[config.mk]
export PLATFORM = sky130hd
export DESIGN_NAME = mem_port_top
export DESIGN_NICKNAME = d
export VERILOG_FILES = /design/src/design/mem_port_pkg.sv /design/src/design/data_req_queue.sv /design/src/design/fetch_unit.sv /design/src/design/mem_arbiter.sv /design/src/design/mem_port_top.sv
export VERILOG_INCLUDE_DIRS = /design/src /design/src/include
export SDC_FILE = /design/constraint.sdc
export NUM_CORES = 1
export LEC_CHECK = 0
export BUFFER_PORTS_ARGS = -buffer_cell sky130_fd_sc_hd__buf_2
export CORE_MARGIN = 8
export CORE_UTILIZATION = 45
export CTS_CLUSTER_DIAMETER = 100
export DETAILED_ROUTE_END_ITERATION = 7
export MAX_ROUTING_LAYER = met4
export PLACE_DENSITY = 0.65
export RECOVER_POWER = 25
export SLEW_MARGIN = 30
export SYNTH_ARGS = -nofsm -noshare
export SYNTH_HDL_FRONTEND = slang
export SYNTH_HIERARCHICAL = 1
export SYNTH_SLANG_ARGS = --single-unit
[constraint.sdc]
create_clock -name clock -period 8.3 [get_ports clock]
set_input_delay 1.66 -clock clock [delete_from_list [all_inputs] [get_ports clock]]
set_output_delay 1.66 -clock clock [all_outputs]
set_load 0.01 [all_outputs]
[src/include/mem_port_cfg.svh]
// memory port configuration macros: widths, tag size, queue depth, reset pc

`ifndef MEM_PORT_CFG_SVH
`define MEM_PORT_CFG_SVH

////////////////////////////////////////////////////////////
// datapath widths
////////////////////////////////////////////////////////////

// address and instruction word
`define MP_XLEN 32

// one memory block, two instruction words
`define MP_BLOCK_BITS 64

////////////////////////////////////////////////////////////
// bus and queue sizing
////////////////////////////////////////////////////////////

// transaction tag, zero is reserved for no tag
`define MP_TAG_BITS 4

// data request entries, power of two
`define MP_QUEUE_DEPTH 4

// first instruction address after reset
`define MP_RESET_PC 32'h0000_0000

`endif

[src/design/mem_port_pkg.sv]
// shared types: bus command encoding and memory block union

`include "mem_port_cfg.svh"

package mem_port_pkg;

    ////////////////////////////////////////////////////////////
    // bus command
    ////////////////////////////////////////////////////////////

    // encoding matches the memory model
    typedef enum logic [1:0] {
        BUS_NONE  = 2'b00,
        BUS_LOAD  = 2'b01,
        BUS_STORE = 2'b10
    } bus_cmd_t;

    ////////////////////////////////////////////////////////////
    // memory block
    ////////////////////////////////////////////////////////////

    // one 64-bit block, seen as two words or as one double word
    typedef union packed {
        // fetch view, word 0 is the lower address
        logic [`MP_BLOCK_BITS/`MP_XLEN-1:0][`MP_XLEN-1:0] words;
        // data view
        logic [`MP_BLOCK_BITS-1:0] dword;
    } mem_block_t;

endpackage

[src/design/data_req_queue.sv]
// in-order data request FIFO: pointers, count, head outputs

`include "mem_port_cfg.svh"

module data_req_queue
    import mem_port_pkg::*;
(
    input  logic                     clock,
    input  logic                     reset,
    input  logic                     req_valid,
    input  logic                     req_store,
    input  logic [`MP_XLEN-1:0]       req_addr,
    input  logic [`MP_XLEN-1:0]       req_data,
    input  logic                     head_pop,
    output logic                     req_ready,
    output logic                     head_valid,
    output bus_cmd_t                 head_cmd,
    output logic [`MP_XLEN-1:0]       head_addr,
    output logic [`MP_BLOCK_BITS-1:0] head_data
);

    localparam int PTR_W = $clog2(`MP_QUEUE_DEPTH);
    localparam int CNT_W = PTR_W + 1;
    localparam logic [PTR_W-1:0] LAST_IDX = PTR_W'(`MP_QUEUE_DEPTH - 1);

    // entry storage
    logic                      q_store [`MP_QUEUE_DEPTH];
    logic [`MP_XLEN-1:0]       q_addr  [`MP_QUEUE_DEPTH];
    logic [`MP_BLOCK_BITS-1:0] q_data  [`MP_QUEUE_DEPTH];

    logic [PTR_W-1:0] head;
    logic [PTR_W-1:0] tail;
    logic [CNT_W-1:0] count;
    logic             push;

    ////////////////////////////////////////////////////////////
    // core side
    ////////////////////////////////////////////////////////////

    assign req_ready = (count != CNT_W'(`MP_QUEUE_DEPTH));
    assign push      = req_valid && req_ready;

    always_ff @(posedge clock) begin
        if (push) begin
            q_store[tail] <= req_store;
            q_addr[tail]  <= req_addr;
            // word goes into the half selected by addr bit 2
            q_data[tail]  <= req_addr[2] ? {req_data, `MP_XLEN'(0)}
                                         : {`MP_XLEN'(0), req_data};
        end
    end

    ////////////////////////////////////////////////////////////
    // pointers and occupancy
    ////////////////////////////////////////////////////////////

    always_ff @(posedge clock or posedge reset) begin
        if (reset) begin
            head  <= '0;
            tail  <= '0;
            count <= '0;
        end else begin
            if (push) begin
                tail <= (tail == LAST_IDX) ? '0 : tail + 1'b1;
            end
            if (head_pop) begin
                head <= (head == LAST_IDX) ? '0 : head + 1'b1;
            end
            count <= count + CNT_W'(push) - CNT_W'(head_pop);
        end
    end

    // head toward the arbiter
    assign head_valid = (count != '0);
    assign head_cmd   = !head_valid    ? BUS_NONE
                      : q_store[head] ? BUS_STORE
                      : BUS_LOAD;
    assign head_addr  = q_addr[head];
    assign head_data  = q_data[head];

    // arbiter pops only what it saw
    assert property (@(posedge clock) disable iff (reset) head_pop |-> count != '0);

endmodule

[src/design/fetch_unit.sv]
// sequential instruction fetch: pc, outstanding flag, instruction output register

`include "mem_port_cfg.svh"

module fetch_unit
    import mem_port_pkg::*;
(
    input  logic               clock,
    input  logic               reset,
    input  logic               fetch_grant,
    input  logic               fetch_return,
    input  mem_block_t         fetch_block,
    input  logic               inst_ready,
    output logic               fetch_req,
    output logic [`MP_XLEN-1:0] fetch_addr,
    output logic               inst_valid,
    output logic [`MP_XLEN-1:0] inst,
    output logic [`MP_XLEN-1:0] inst_pc
);

    logic [`MP_XLEN-1:0] pc;
    logic                waiting;
    logic                fetch_en;
    logic                out_free;

    ////////////////////////////////////////////////////////////
    // request side
    ////////////////////////////////////////////////////////////

    // output reg empty, or its word leaves this cycle
    assign out_free  = !inst_valid || inst_ready;

    // one request in flight at most
    assign fetch_req = fetch_en && !waiting && out_free;

    // block aligned address, the half is picked on return
    assign fetch_addr = {pc[`MP_XLEN-1:3], 3'b000};

    always_ff @(posedge clock or posedge reset) begin
        if (reset) begin
            fetch_en <= 1'b0;
            waiting  <= 1'b0;
            pc       <= `MP_RESET_PC;
        end else begin
            // first request one cycle after reset drops
            fetch_en <= 1'b1;
            if (fetch_return) begin
                waiting <= 1'b0;
                pc      <= pc + `MP_XLEN'(4);
            end else if (fetch_grant) begin
                waiting <= 1'b1;
            end
        end
    end

    ////////////////////////////////////////////////////////////
    // instruction output register
    ////////////////////////////////////////////////////////////

    always_ff @(posedge clock or posedge reset) begin
        if (reset) begin
            inst_valid <= 1'b0;
        end else if (fetch_return) begin
            inst_valid <= 1'b1;
        end else if (inst_ready) begin
            inst_valid <= 1'b0;
        end
    end

    // payload, loaded only on return
    always_ff @(posedge clock) begin
        if (fetch_return) begin
            inst    <= fetch_block.words[pc[2]];
            inst_pc <= pc;
        end
    end

    // consumer stall keeps the instruction in place
    assert property (@(posedge clock) disable iff (reset)
        inst_valid && !inst_ready |=> inst_valid && $stable(inst) && $stable(inst_pc));

endmodule

[src/design/mem_arbiter.sv]
// memory bus arbiter: data-first request mux, per-tag owner table, return routing

`include "mem_port_cfg.svh"

module mem_arbiter
    import mem_port_pkg::*;
(
    input  logic                      clock,
    input  logic                      reset,
    input  logic                      fetch_req,
    input  logic [`MP_XLEN-1:0]       fetch_addr,
    input  logic                      head_valid,
    input  bus_cmd_t                  head_cmd,
    input  logic [`MP_XLEN-1:0]       head_addr,
    input  logic [`MP_BLOCK_BITS-1:0] head_data,
    input  logic [`MP_TAG_BITS-1:0]   mem_response,
    input  logic [`MP_BLOCK_BITS-1:0] mem_rdata,
    input  logic [`MP_TAG_BITS-1:0]   mem_tag,
    output bus_cmd_t                  mem_command,
    output logic [`MP_XLEN-1:0]       mem_addr,
    output logic [`MP_BLOCK_BITS-1:0] mem_data,
    output logic                      fetch_grant,
    output logic                      head_pop,
    output logic                      fetch_return,
    output mem_block_t                fetch_block,
    output logic                      load_valid,
    output logic [`MP_XLEN-1:0]       load_data
);

    localparam int TAGS = 1 << `MP_TAG_BITS;

    // owner table, one slot per tag
    logic [TAGS-1:0] own_valid;
    logic [TAGS-1:0] own_fetch;
    logic [TAGS-1:0] own_upper;

    logic       accept;
    logic       ret_hit;
    mem_block_t ret_block;

    ////////////////////////////////////////////////////////////
    // request mux
    ////////////////////////////////////////////////////////////

    // data queue head wins over fetch
    always_comb begin
        if (head_valid) begin
            mem_command = head_cmd;
            mem_addr    = head_addr;
            mem_data    = head_data;
        end else begin
            mem_command = fetch_req ? BUS_LOAD : BUS_NONE;
            mem_addr    = fetch_addr;
            mem_data    = '0;
        end
    end

    // nonzero response is the new tag
    assign accept      = (mem_command != BUS_NONE) && (mem_response != '0);
    assign head_pop    = accept && head_valid;
    assign fetch_grant = accept && !head_valid;

    ////////////////////////////////////////////////////////////
    // owner table
    ////////////////////////////////////////////////////////////

    always_ff @(posedge clock or posedge reset) begin
        if (reset) begin
            own_valid <= '0;
        end else begin
            // retire first so a reused tag can be set in the same cycle
            if (ret_hit) begin
                own_valid[mem_tag] <= 1'b0;
            end
            if (accept && mem_command == BUS_LOAD) begin
                own_valid[mem_response] <= 1'b1;
            end
        end
    end

    // owner and offset only matter while the slot is valid
    always_ff @(posedge clock) begin
        if (accept && mem_command == BUS_LOAD) begin
            own_fetch[mem_response] <= !head_valid;
            own_upper[mem_response] <= mem_addr[2];
        end
    end

    ////////////////////////////////////////////////////////////
    // return routing
    ////////////////////////////////////////////////////////////

    assign ret_block.dword = mem_rdata;
    assign ret_hit         = (mem_tag != '0) && own_valid[mem_tag];

    assign fetch_return = ret_hit && own_fetch[mem_tag];
    assign fetch_block  = ret_block;

    // load word taken from the half it was issued for
    assign load_valid = ret_hit && !own_fetch[mem_tag];
    assign load_data  = ret_block.words[own_upper[mem_tag]];

    // memory only returns tags it handed out for loads
    assert property (@(posedge clock) disable iff (reset)
        mem_tag != '0 |-> own_valid[mem_tag]);

endmodule

[src/design/mem_port_top.sv]
// top level: fetch unit, data request queue and arbiter on one memory bus

`include "mem_port_cfg.svh"

module mem_port_top
    import mem_port_pkg::*;
(
    input  logic                      clock,
    input  logic                      reset,
    // memory bus
    output bus_cmd_t                  mem_command,
    output logic [`MP_XLEN-1:0]       mem_addr,
    output logic [`MP_BLOCK_BITS-1:0] mem_data,
    input  logic [`MP_TAG_BITS-1:0]   mem_response,
    input  logic [`MP_BLOCK_BITS-1:0] mem_rdata,
    input  logic [`MP_TAG_BITS-1:0]   mem_tag,
    // core data requests
    input  logic                      req_valid,
    input  logic                      req_store,
    input  logic [`MP_XLEN-1:0]       req_addr,
    input  logic [`MP_XLEN-1:0]       req_data,
    output logic                      req_ready,
    // load results, in request order
    output logic                      load_valid,
    output logic [`MP_XLEN-1:0]       load_data,
    // instruction stream
    output logic                      inst_valid,
    output logic [`MP_XLEN-1:0]       inst,
    output logic [`MP_XLEN-1:0]       inst_pc,
    input  logic                      inst_ready
);

    ////////////////////////////////////////////////////////////
    // internal links
    ////////////////////////////////////////////////////////////

    // fetch unit and arbiter
    logic                fetch_req;
    logic [`MP_XLEN-1:0] fetch_addr;
    logic                fetch_grant;
    logic                fetch_return;
    mem_block_t          fetch_block;

    // queue head and arbiter
    logic                      head_valid;
    bus_cmd_t                  head_cmd;
    logic [`MP_XLEN-1:0]       head_addr;
    logic [`MP_BLOCK_BITS-1:0] head_data;
    logic                      head_pop;

    fetch_unit u_fetch (
        .clock        (clock),
        .reset        (reset),
        .fetch_grant  (fetch_grant),
        .fetch_return (fetch_return),
        .fetch_block  (fetch_block),
        .inst_ready   (inst_ready),
        .fetch_req    (fetch_req),
        .fetch_addr   (fetch_addr),
        .inst_valid   (inst_valid),
        .inst         (inst),
        .inst_pc      (inst_pc)
    );

    data_req_queue u_queue (
        .clock      (clock),
        .reset      (reset),
        .req_valid  (req_valid),
        .req_store  (req_store),
        .req_addr   (req_addr),
        .req_data   (req_data),
        .head_pop   (head_pop),
        .req_ready  (req_ready),
        .head_valid (head_valid),
        .head_cmd   (head_cmd),
        .head_addr  (head_addr),
        .head_data  (head_data)
    );

    // single owner of the memory bus
    mem_arbiter u_arbiter (
        .clock        (clock),
        .reset        (reset),
        .fetch_req    (fetch_req),
        .fetch_addr   (fetch_addr),
        .head_valid   (head_valid),
        .head_cmd     (head_cmd),
        .head_addr    (head_addr),
        .head_data    (head_data),
        .mem_response (mem_response),
        .mem_rdata    (mem_rdata),
        .mem_tag      (mem_tag),
        .mem_command  (mem_command),
        .mem_addr     (mem_addr),
        .mem_data     (mem_data),
        .fetch_grant  (fetch_grant),
        .head_pop     (head_pop),
        .fetch_return (fetch_return),
        .fetch_block  (fetch_block),
        .load_valid   (load_valid),
        .load_data    (load_data)
    );

endmodule

After elaboration in Yosys (flattened, before gate mapping)
Memory sizes are Yosys's and may differ from the RTL's.
Index checks and enable logic that the tools add are counted.
{"block": "op_classes", "n_mux": 32, "bitwise": 3, "eq_ne": 4, "n_lt_le_gt_ge": 6, "add_sub_neg": 5, "n_reduce_logical": 23}
{"operator": "32-bit two-way mux", "n": 5}
{"operator": "64-bit two-way mux", "n": 2}
{"operator": "32-bit by 3-bit adder with 32-bit output, second input constant", "n": 1}
{"operator": "16-bit bitwise mux", "n": 2}
{"operator": "16-bit two-way mux", "n": 2}
{"operator": "16-bit bitwise AND", "n": 1}
{"operator": "16-bit inverter", "n": 1}
{"operator": "16-bit OR", "n": 1}
{"operator": "1-bit binary-select mux with 4-bit select", "n": 3}
{"operator": "1-bit logical AND", "n": 12}
{"operator": "1-bit two-way mux", "n": 12}
{"operator": "4-bit by 5-bit less-than comparator with 1-bit output, second input constant", "n": 2}
{"operator": "1-bit demux with 4-bit select", "n": 2}
{"operator": "4-bit by 1-bit >= comparator with 1-bit output, second input constant", "n": 2}
{"operator": "2-bit two-way mux", "n": 4}
{"operator": "4-bit nonzero test", "n": 2}
{"operator": "2-bit nonzero test", "n": 3}
{"operator": "2-bit by 1-bit adder with 2-bit output, second input constant", "n": 2}
{"operator": "2-bit equality test, second input constant", "n": 2}
{"operator": "1-bit zero test", "n": 4}
{"operator": "1-bit by 2-bit less-than comparator with 1-bit output, second input constant", "n": 2}
{"operator": "3-bit by 1-bit adder with 3-bit output", "n": 1}
{"operator": "3-bit != test, second input constant", "n": 1}
{"operator": "3-bit nonzero test", "n": 1}
{"operator": "other kinds (3)", "n": 3}
{"block": "word_totals", "ramBits": 388, "output_inout_bits": 197, "elab_cells": 88, "register_bits": 154, "mem_count": 3}
{"memory": "u_queue.q_data", "words": 4, "width": 64, "read_ports": 1, "rd_ports_with_merged_regs": 0, "write_ports": 1, "line": "data_req_queue.sv:29", "source": "logic [`MP_BLOCK_BITS-1:0] q_data [`MP_QUEUE_DEPTH];"}
{"memory": "u_queue.q_addr", "words": 4, "width": 32, "read_ports": 1, "rd_ports_with_merged_regs": 0, "write_ports": 1, "line": "data_req_queue.sv:28", "source": "logic [`MP_XLEN-1:0] q_addr [`MP_QUEUE_DEPTH];"}
{"memory": "u_queue.q_store", "words": 4, "width": 1, "read_ports": 1, "rd_ports_with_merged_regs": 0, "write_ports": 1, "line": "data_req_queue.sv:27", "source": "logic q_store [`MP_QUEUE_DEPTH];"}

Longest topological paths before layout
{"block": "logic_depth", "word_depth": 10, "depth_mapped": 13, "depth_no_buf": 12}

By module
The synthesis kept the hierarchy.
{"mod": "data_req_queue", "area_each_um2": 14853.0, "instances": 1, "cells_per_inst": 618, "seq_area_each_um2": 11826.3}
{"mod": "mem_arbiter", "area_each_um2": 4724.5, "instances": 1, "cells_per_inst": 485, "seq_area_each_um2": 1336.3}
{"mod": "fetch_unit", "area_each_um2": 3972.6, "instances": 1, "cells_per_inst": 262, "seq_area_each_um2": 2687.6}

Worst setup path before layout
OpenSTA, ideal clock, no wires.
{"block": "synth_path", "path_kind": "input-to-reg", "from": "in mem_tag[1]", "to": "reg u_fetch.pc[20]", "setup_slack_ns": 2.511, "cell_stages": 13, "required_time_ns": 8.225, "arrival_time_ns": 5.713, "setup_ns": 0.075, "cell_sequence": "buf_2 > clkbuf_1 > mux4_2 > mux2i_1 > o22ai_1 > and2_1 > buf_4 > nand2_4 > or4_4 > buf_6 > nor2_4 > and4_4 > xor2_2"}
{"block": "synth_between", "elab_chain_cells": 4, "word_cells_on_any_way": 7}
{"element": "from (decl)", "line": "mem_port_top.sv:16", "source": "input logic [`MP_TAG_BITS-1:0] mem_tag,"}
{"element": "1-bit binary-select mux with 4-bit select", "line": "mem_arbiter.sv:94", "source": "assign ret_hit = (mem_tag != '0) && own_valid[mem_tag];"}
{"element": "1-bit two-way mux (implied by the code)", "line": "mem_arbiter.sv:94"}
{"element": "1-bit logical AND", "line": "mem_arbiter.sv:94"}
{"element": "1-bit logical AND (*)", "line": "mem_arbiter.sv:96", "source": "assign fetch_return = ret_hit && own_fetch[mem_tag];"}
{"element": "named net fetch_return", "line": "mem_port_top.sv:41", "source": "logic fetch_return;"}
{"element": "to (signal assigned)", "line": "fetch_unit.sv:43", "source": "pc <= `MP_RESET_PC;"}
{"element": "to (signal assigned)", "line": "fetch_unit.sv:49", "source": "pc <= pc + `MP_XLEN'(4);"}
{"element": "to (decl)", "line": "fetch_unit.sv:21", "source": "logic [`MP_XLEN-1:0] pc;"}
Mark *: on every way through the listed nets, which the timed path passes. The rest lies on a longest branch. The select of a mux whose other input is x is not followed.
A chain may end at the register's enable or synchronous reset.

Worst setup path in the final report
{"block": "layout_path", "from": "in mem_tag[2]", "to": "out load_data[23]"}
{"block": "layout_between", "elab_chain_cells": 4}
{"element": "1-bit binary-select mux with 4-bit select", "line": "mem_arbiter.sv:101", "source": "assign load_data = ret_block.words[own_upper[mem_tag]];"}
{"element": "1-bit two-way mux (implied by the code)", "line": "mem_arbiter.sv:101"}
{"element": "32-bit two-way mux (implied by the code) (2 in a row)", "line": "mem_arbiter.sv:101"}
{"element": "to (decl)", "line": "mem_port_top.sv:25", "source": "output logic [`MP_XLEN-1:0] load_data,"}
Every way passes these cells. The select of a mux whose other input is x is not followed.

==> impl_metrics.json <==
{
  "path_max_fanout": 32,
  "clk_pin_slew_ns": 0.06,
  "avgViaCountPerCell": 5.38,
  "vias": 12600,
  "whs_ns": 0.504,
  "ios": 338,
  "reg2reg_slack_ns": 4.38,
  "antenna_found_initial": 8,
  "port_buffers": 335,
  "ys_seq_elements": 537,
  "worst_pin_slew_ns": 3.50,
  "synthCells": 1365,
  "regArea_um2": 15900,
  "cts.sinks": 537,
  "synth_common_cells": "482 x edfxtp_1, 106 x mux4_2, 99 x and2_1, 99 x buf_4, 68 x mux2_2",
  "synth_edf_count": 482,
  "cts_buffer_depth": 3,
  "nets": 1752,
  "grt_max_degree": 100,
  "cts-root-buf": "clkbuf_16",
  "clock_latency_ns": 0.61,
  "drt_iter0_drc": 783,
  "routabilityCongestion": 0.826,
  "postCtsSetupRepairBufs": 0,
  "synth_flop_cell": "edfxtp_1",
  "cts_tree": "done",
  "peakVddDrop_mv": 0.231,
  "slew_viol_final": 257,
  "overflow": 0,
  "yosys.area.top_type": "edfxtp_1",
  "synth_top_cell_area_share_pct": 61.5,
  "grt_use_total_pct": 18.0,
  "setup_violations": 0,
  "multiInputGateArea_um2": 6520,
  "startpoint_type": "input pin",
  "r2r_cells": 13,
  "synth_warnings": 6,
  "min_path_type": "flip-flop to flip-flop",
  "rsz0062_at_grt": "false",
  "violations": "max-capacitance violations, max-slew violations",
  "htreeDepth": 2,
  "critPathMaxStageDelay_ns": 0.57,
  "die_h_um": 245,
  "start_util_pct": 45.2,
  "crit_chain": "buf_2, mux4_2, mux2i_4, buf_4, mux2i_1, o211ai_2, buf_2",
  "dpl.hpwl_um": 34300,
  "power_density_nw_per_um2": 334,
  "cts_repair_resize_count": 0,
  "fp-row-count": 84,
  "min_to": "u_arbiter/own_valid[12]",
  "crit_required_ns": 6.64,
  "cts_buffers": 55,
  "ys_types": 56,
  "status": "complete, but fails checks",
  "crit_type": "input pin to output pin",
  "slowest_stage": "mux4_2",
  "r2r-end": "u_queue/count[2]",
  "min_from": "u_arbiter/own_valid[12]",
  "setup_tns_ns": 0,
  "synth.most_common_cell": "edfxtp_1",
  "drc": 0,
  "nFillCells": 4336,
  "period_share_pct": 64.4,
  "grt_pass1_vias": 13400,
  "drive_gt1_share_pct": 37.4,
  "slew_headroom_pct": -133,
  "synthArstFlopShare_pct": 10.2,
  "place_inst": 2232,
  "finalCriticalPeriod_ns": 5.35,
  "fmax_mhz": 187,
  "synth_area_um2": 23600,
  "synth.area.top_cells": "edfxtp_1 61%, mux4_2 10%, dfrtp_1 5.8%",
  "core-area_um2": 52100,
  "final.setup_skew_ns": 0.0308,
  "finalNonFillerCells": 2341,
  "drv_cap": 6,
  "postRouteAntennaNets": 0,
  "wire_per_inst_um": 22.8,
  "grt_pass1_wl_um": 81200,
  "timing.rr.start": "u_queue/count[1]",
  "arrival_ns": 3.69,
  "area_growth_pct": 14.2,
  "cts_hold_buf": 0,
  "wirelength_um": 53300,
  "hold-path-cell-count": 2,
  "path_common_cell": "buf_2",
  "die_area_um2": 59900,
  "ys_seq_area_share_pct": 67.3,
  "leakagePower_uw": 0.00970,
  "die_x_um": 245,
  "cp-end-kind": "output pin",
  "hold_viol_final": 0,
  "synth_area_per_cell_um2": 17.3,
  "first_pass_iters": 5
}
==> sequential cells by signal (all words and copies together) (netlist names), 3 cells and up <==
register and flops:
u_arbiter/own_upper 16, u_arbiter/own_fetch 16, u_arbiter/own_valid 15, u_fetch/inst_pc 30, u_queue/count 3, u_queue/q_data 256, u_fetch/inst 32, u_queue/q_store 4
u_queue/q_addr 128, u_fetch/pc 30
==> per-layer routing <==
layer	global-route usage (%)	wire length [um]
met1	22.0	22100
met2	30.0	26900
met3	4.55	3590
met4	4.07	807
met5	-	0
==> cell type report <==
type / instances / area share [%]
Inverter: 15 / 0.219
Clock buffer: 73 / 5.56
Timing Repair Buffer: 352 / 6.70
Antenna cell: 9 / 0.0837
Sequential cell: 537 / 59.0
Multi-Input combinational cell: 641 / 24.3
Tap cell: 688 / 3.20
Clock inverter: 26 / 1.02
==> placed cells by master, fill, tap and decap left out, types with 36 or more instances in the layout <==
cell type / count
and2_1: 94
mux2i_1: 39
edfxtp_1: 482
buf_2: 301
nor2b_1: 36
nand4_1: 37
mux2_2: 62
clkbuf_1: 51
dfrtp_1: 53
mux4_2: 106
clkbuf_16: 56
==> cells by family (layout without fill, tap and decap cells) <==
kind of cell | count (synthesis) | in the layout | synth area share (%)
other | 3 | 17 | 0.0478
DFF | 537 | 537 | 67.3
adders and majority gates | 9 | 9 | 0.510
xor gates and xnor gates | 31 | 31 | 1.18
AOI/OAI and AO/OA | 103 | 103 | 3.67
muxes | 217 | 217 | 15.3
and+or+nand+nor | 273 | 273 | 6.84
buffers and inverters | 192 | 466 | 5.12
==> report_power, final <==
part / total [uW] / internal (uW) / switching (uW)
combinational: 2880 / 1280 / 1600
sequential: 3710 / 3550 / 156
clock: 2390 / 1390 / 996
total: 8980 / 6230 / 2750
==> worst max path at each step <==
stage | to | depth (start not counted) | slack (ns) | start
2_1_floorplan | u_fetch/pc[20] | 13 | 2.51 | mem_tag[1]
5_1_grt | load_data[20] | 7 | 2.80 | mem_tag[2]
3_5_place_dp | load_data[12] | 7 | 2.92 | mem_tag[2]
4_1_cts | load_data[12] | 7 | 2.94 | mem_tag[2]
6_report | load_data[23] | 7 | 2.95 | mem_tag[2]
3_3_place_gp | load_data[24] | 6 | 2.88 | mem_tag[3]
==> worst max-delay path, delay by kind of cell <==
kind | cells | cell delay [ns]
buffers and inverters | 3 | 0.90
multiplexers | 3 | 1.01
AO/OA/AOI/OAI | 1 | 0.09
==> metrics by stage <==
step | instance area (um^2) | setup WS, ns | power, uW | utilization [%]
after global routing | 26900 | 2.80 | 9450 | 51.6
after floorplan | 23600 | 2.51 | 5650 | -
after global placement | 25100 | 2.88 | 6680 | 48.2
final | 26900 | 2.95 | 8980 | 51.6
after detailed placement | 25200 | 2.92 | 6730 | 48.3
after CTS | 26900 | 2.94 | 9150 | 51.6
Power figures use the tool's default switching activity.
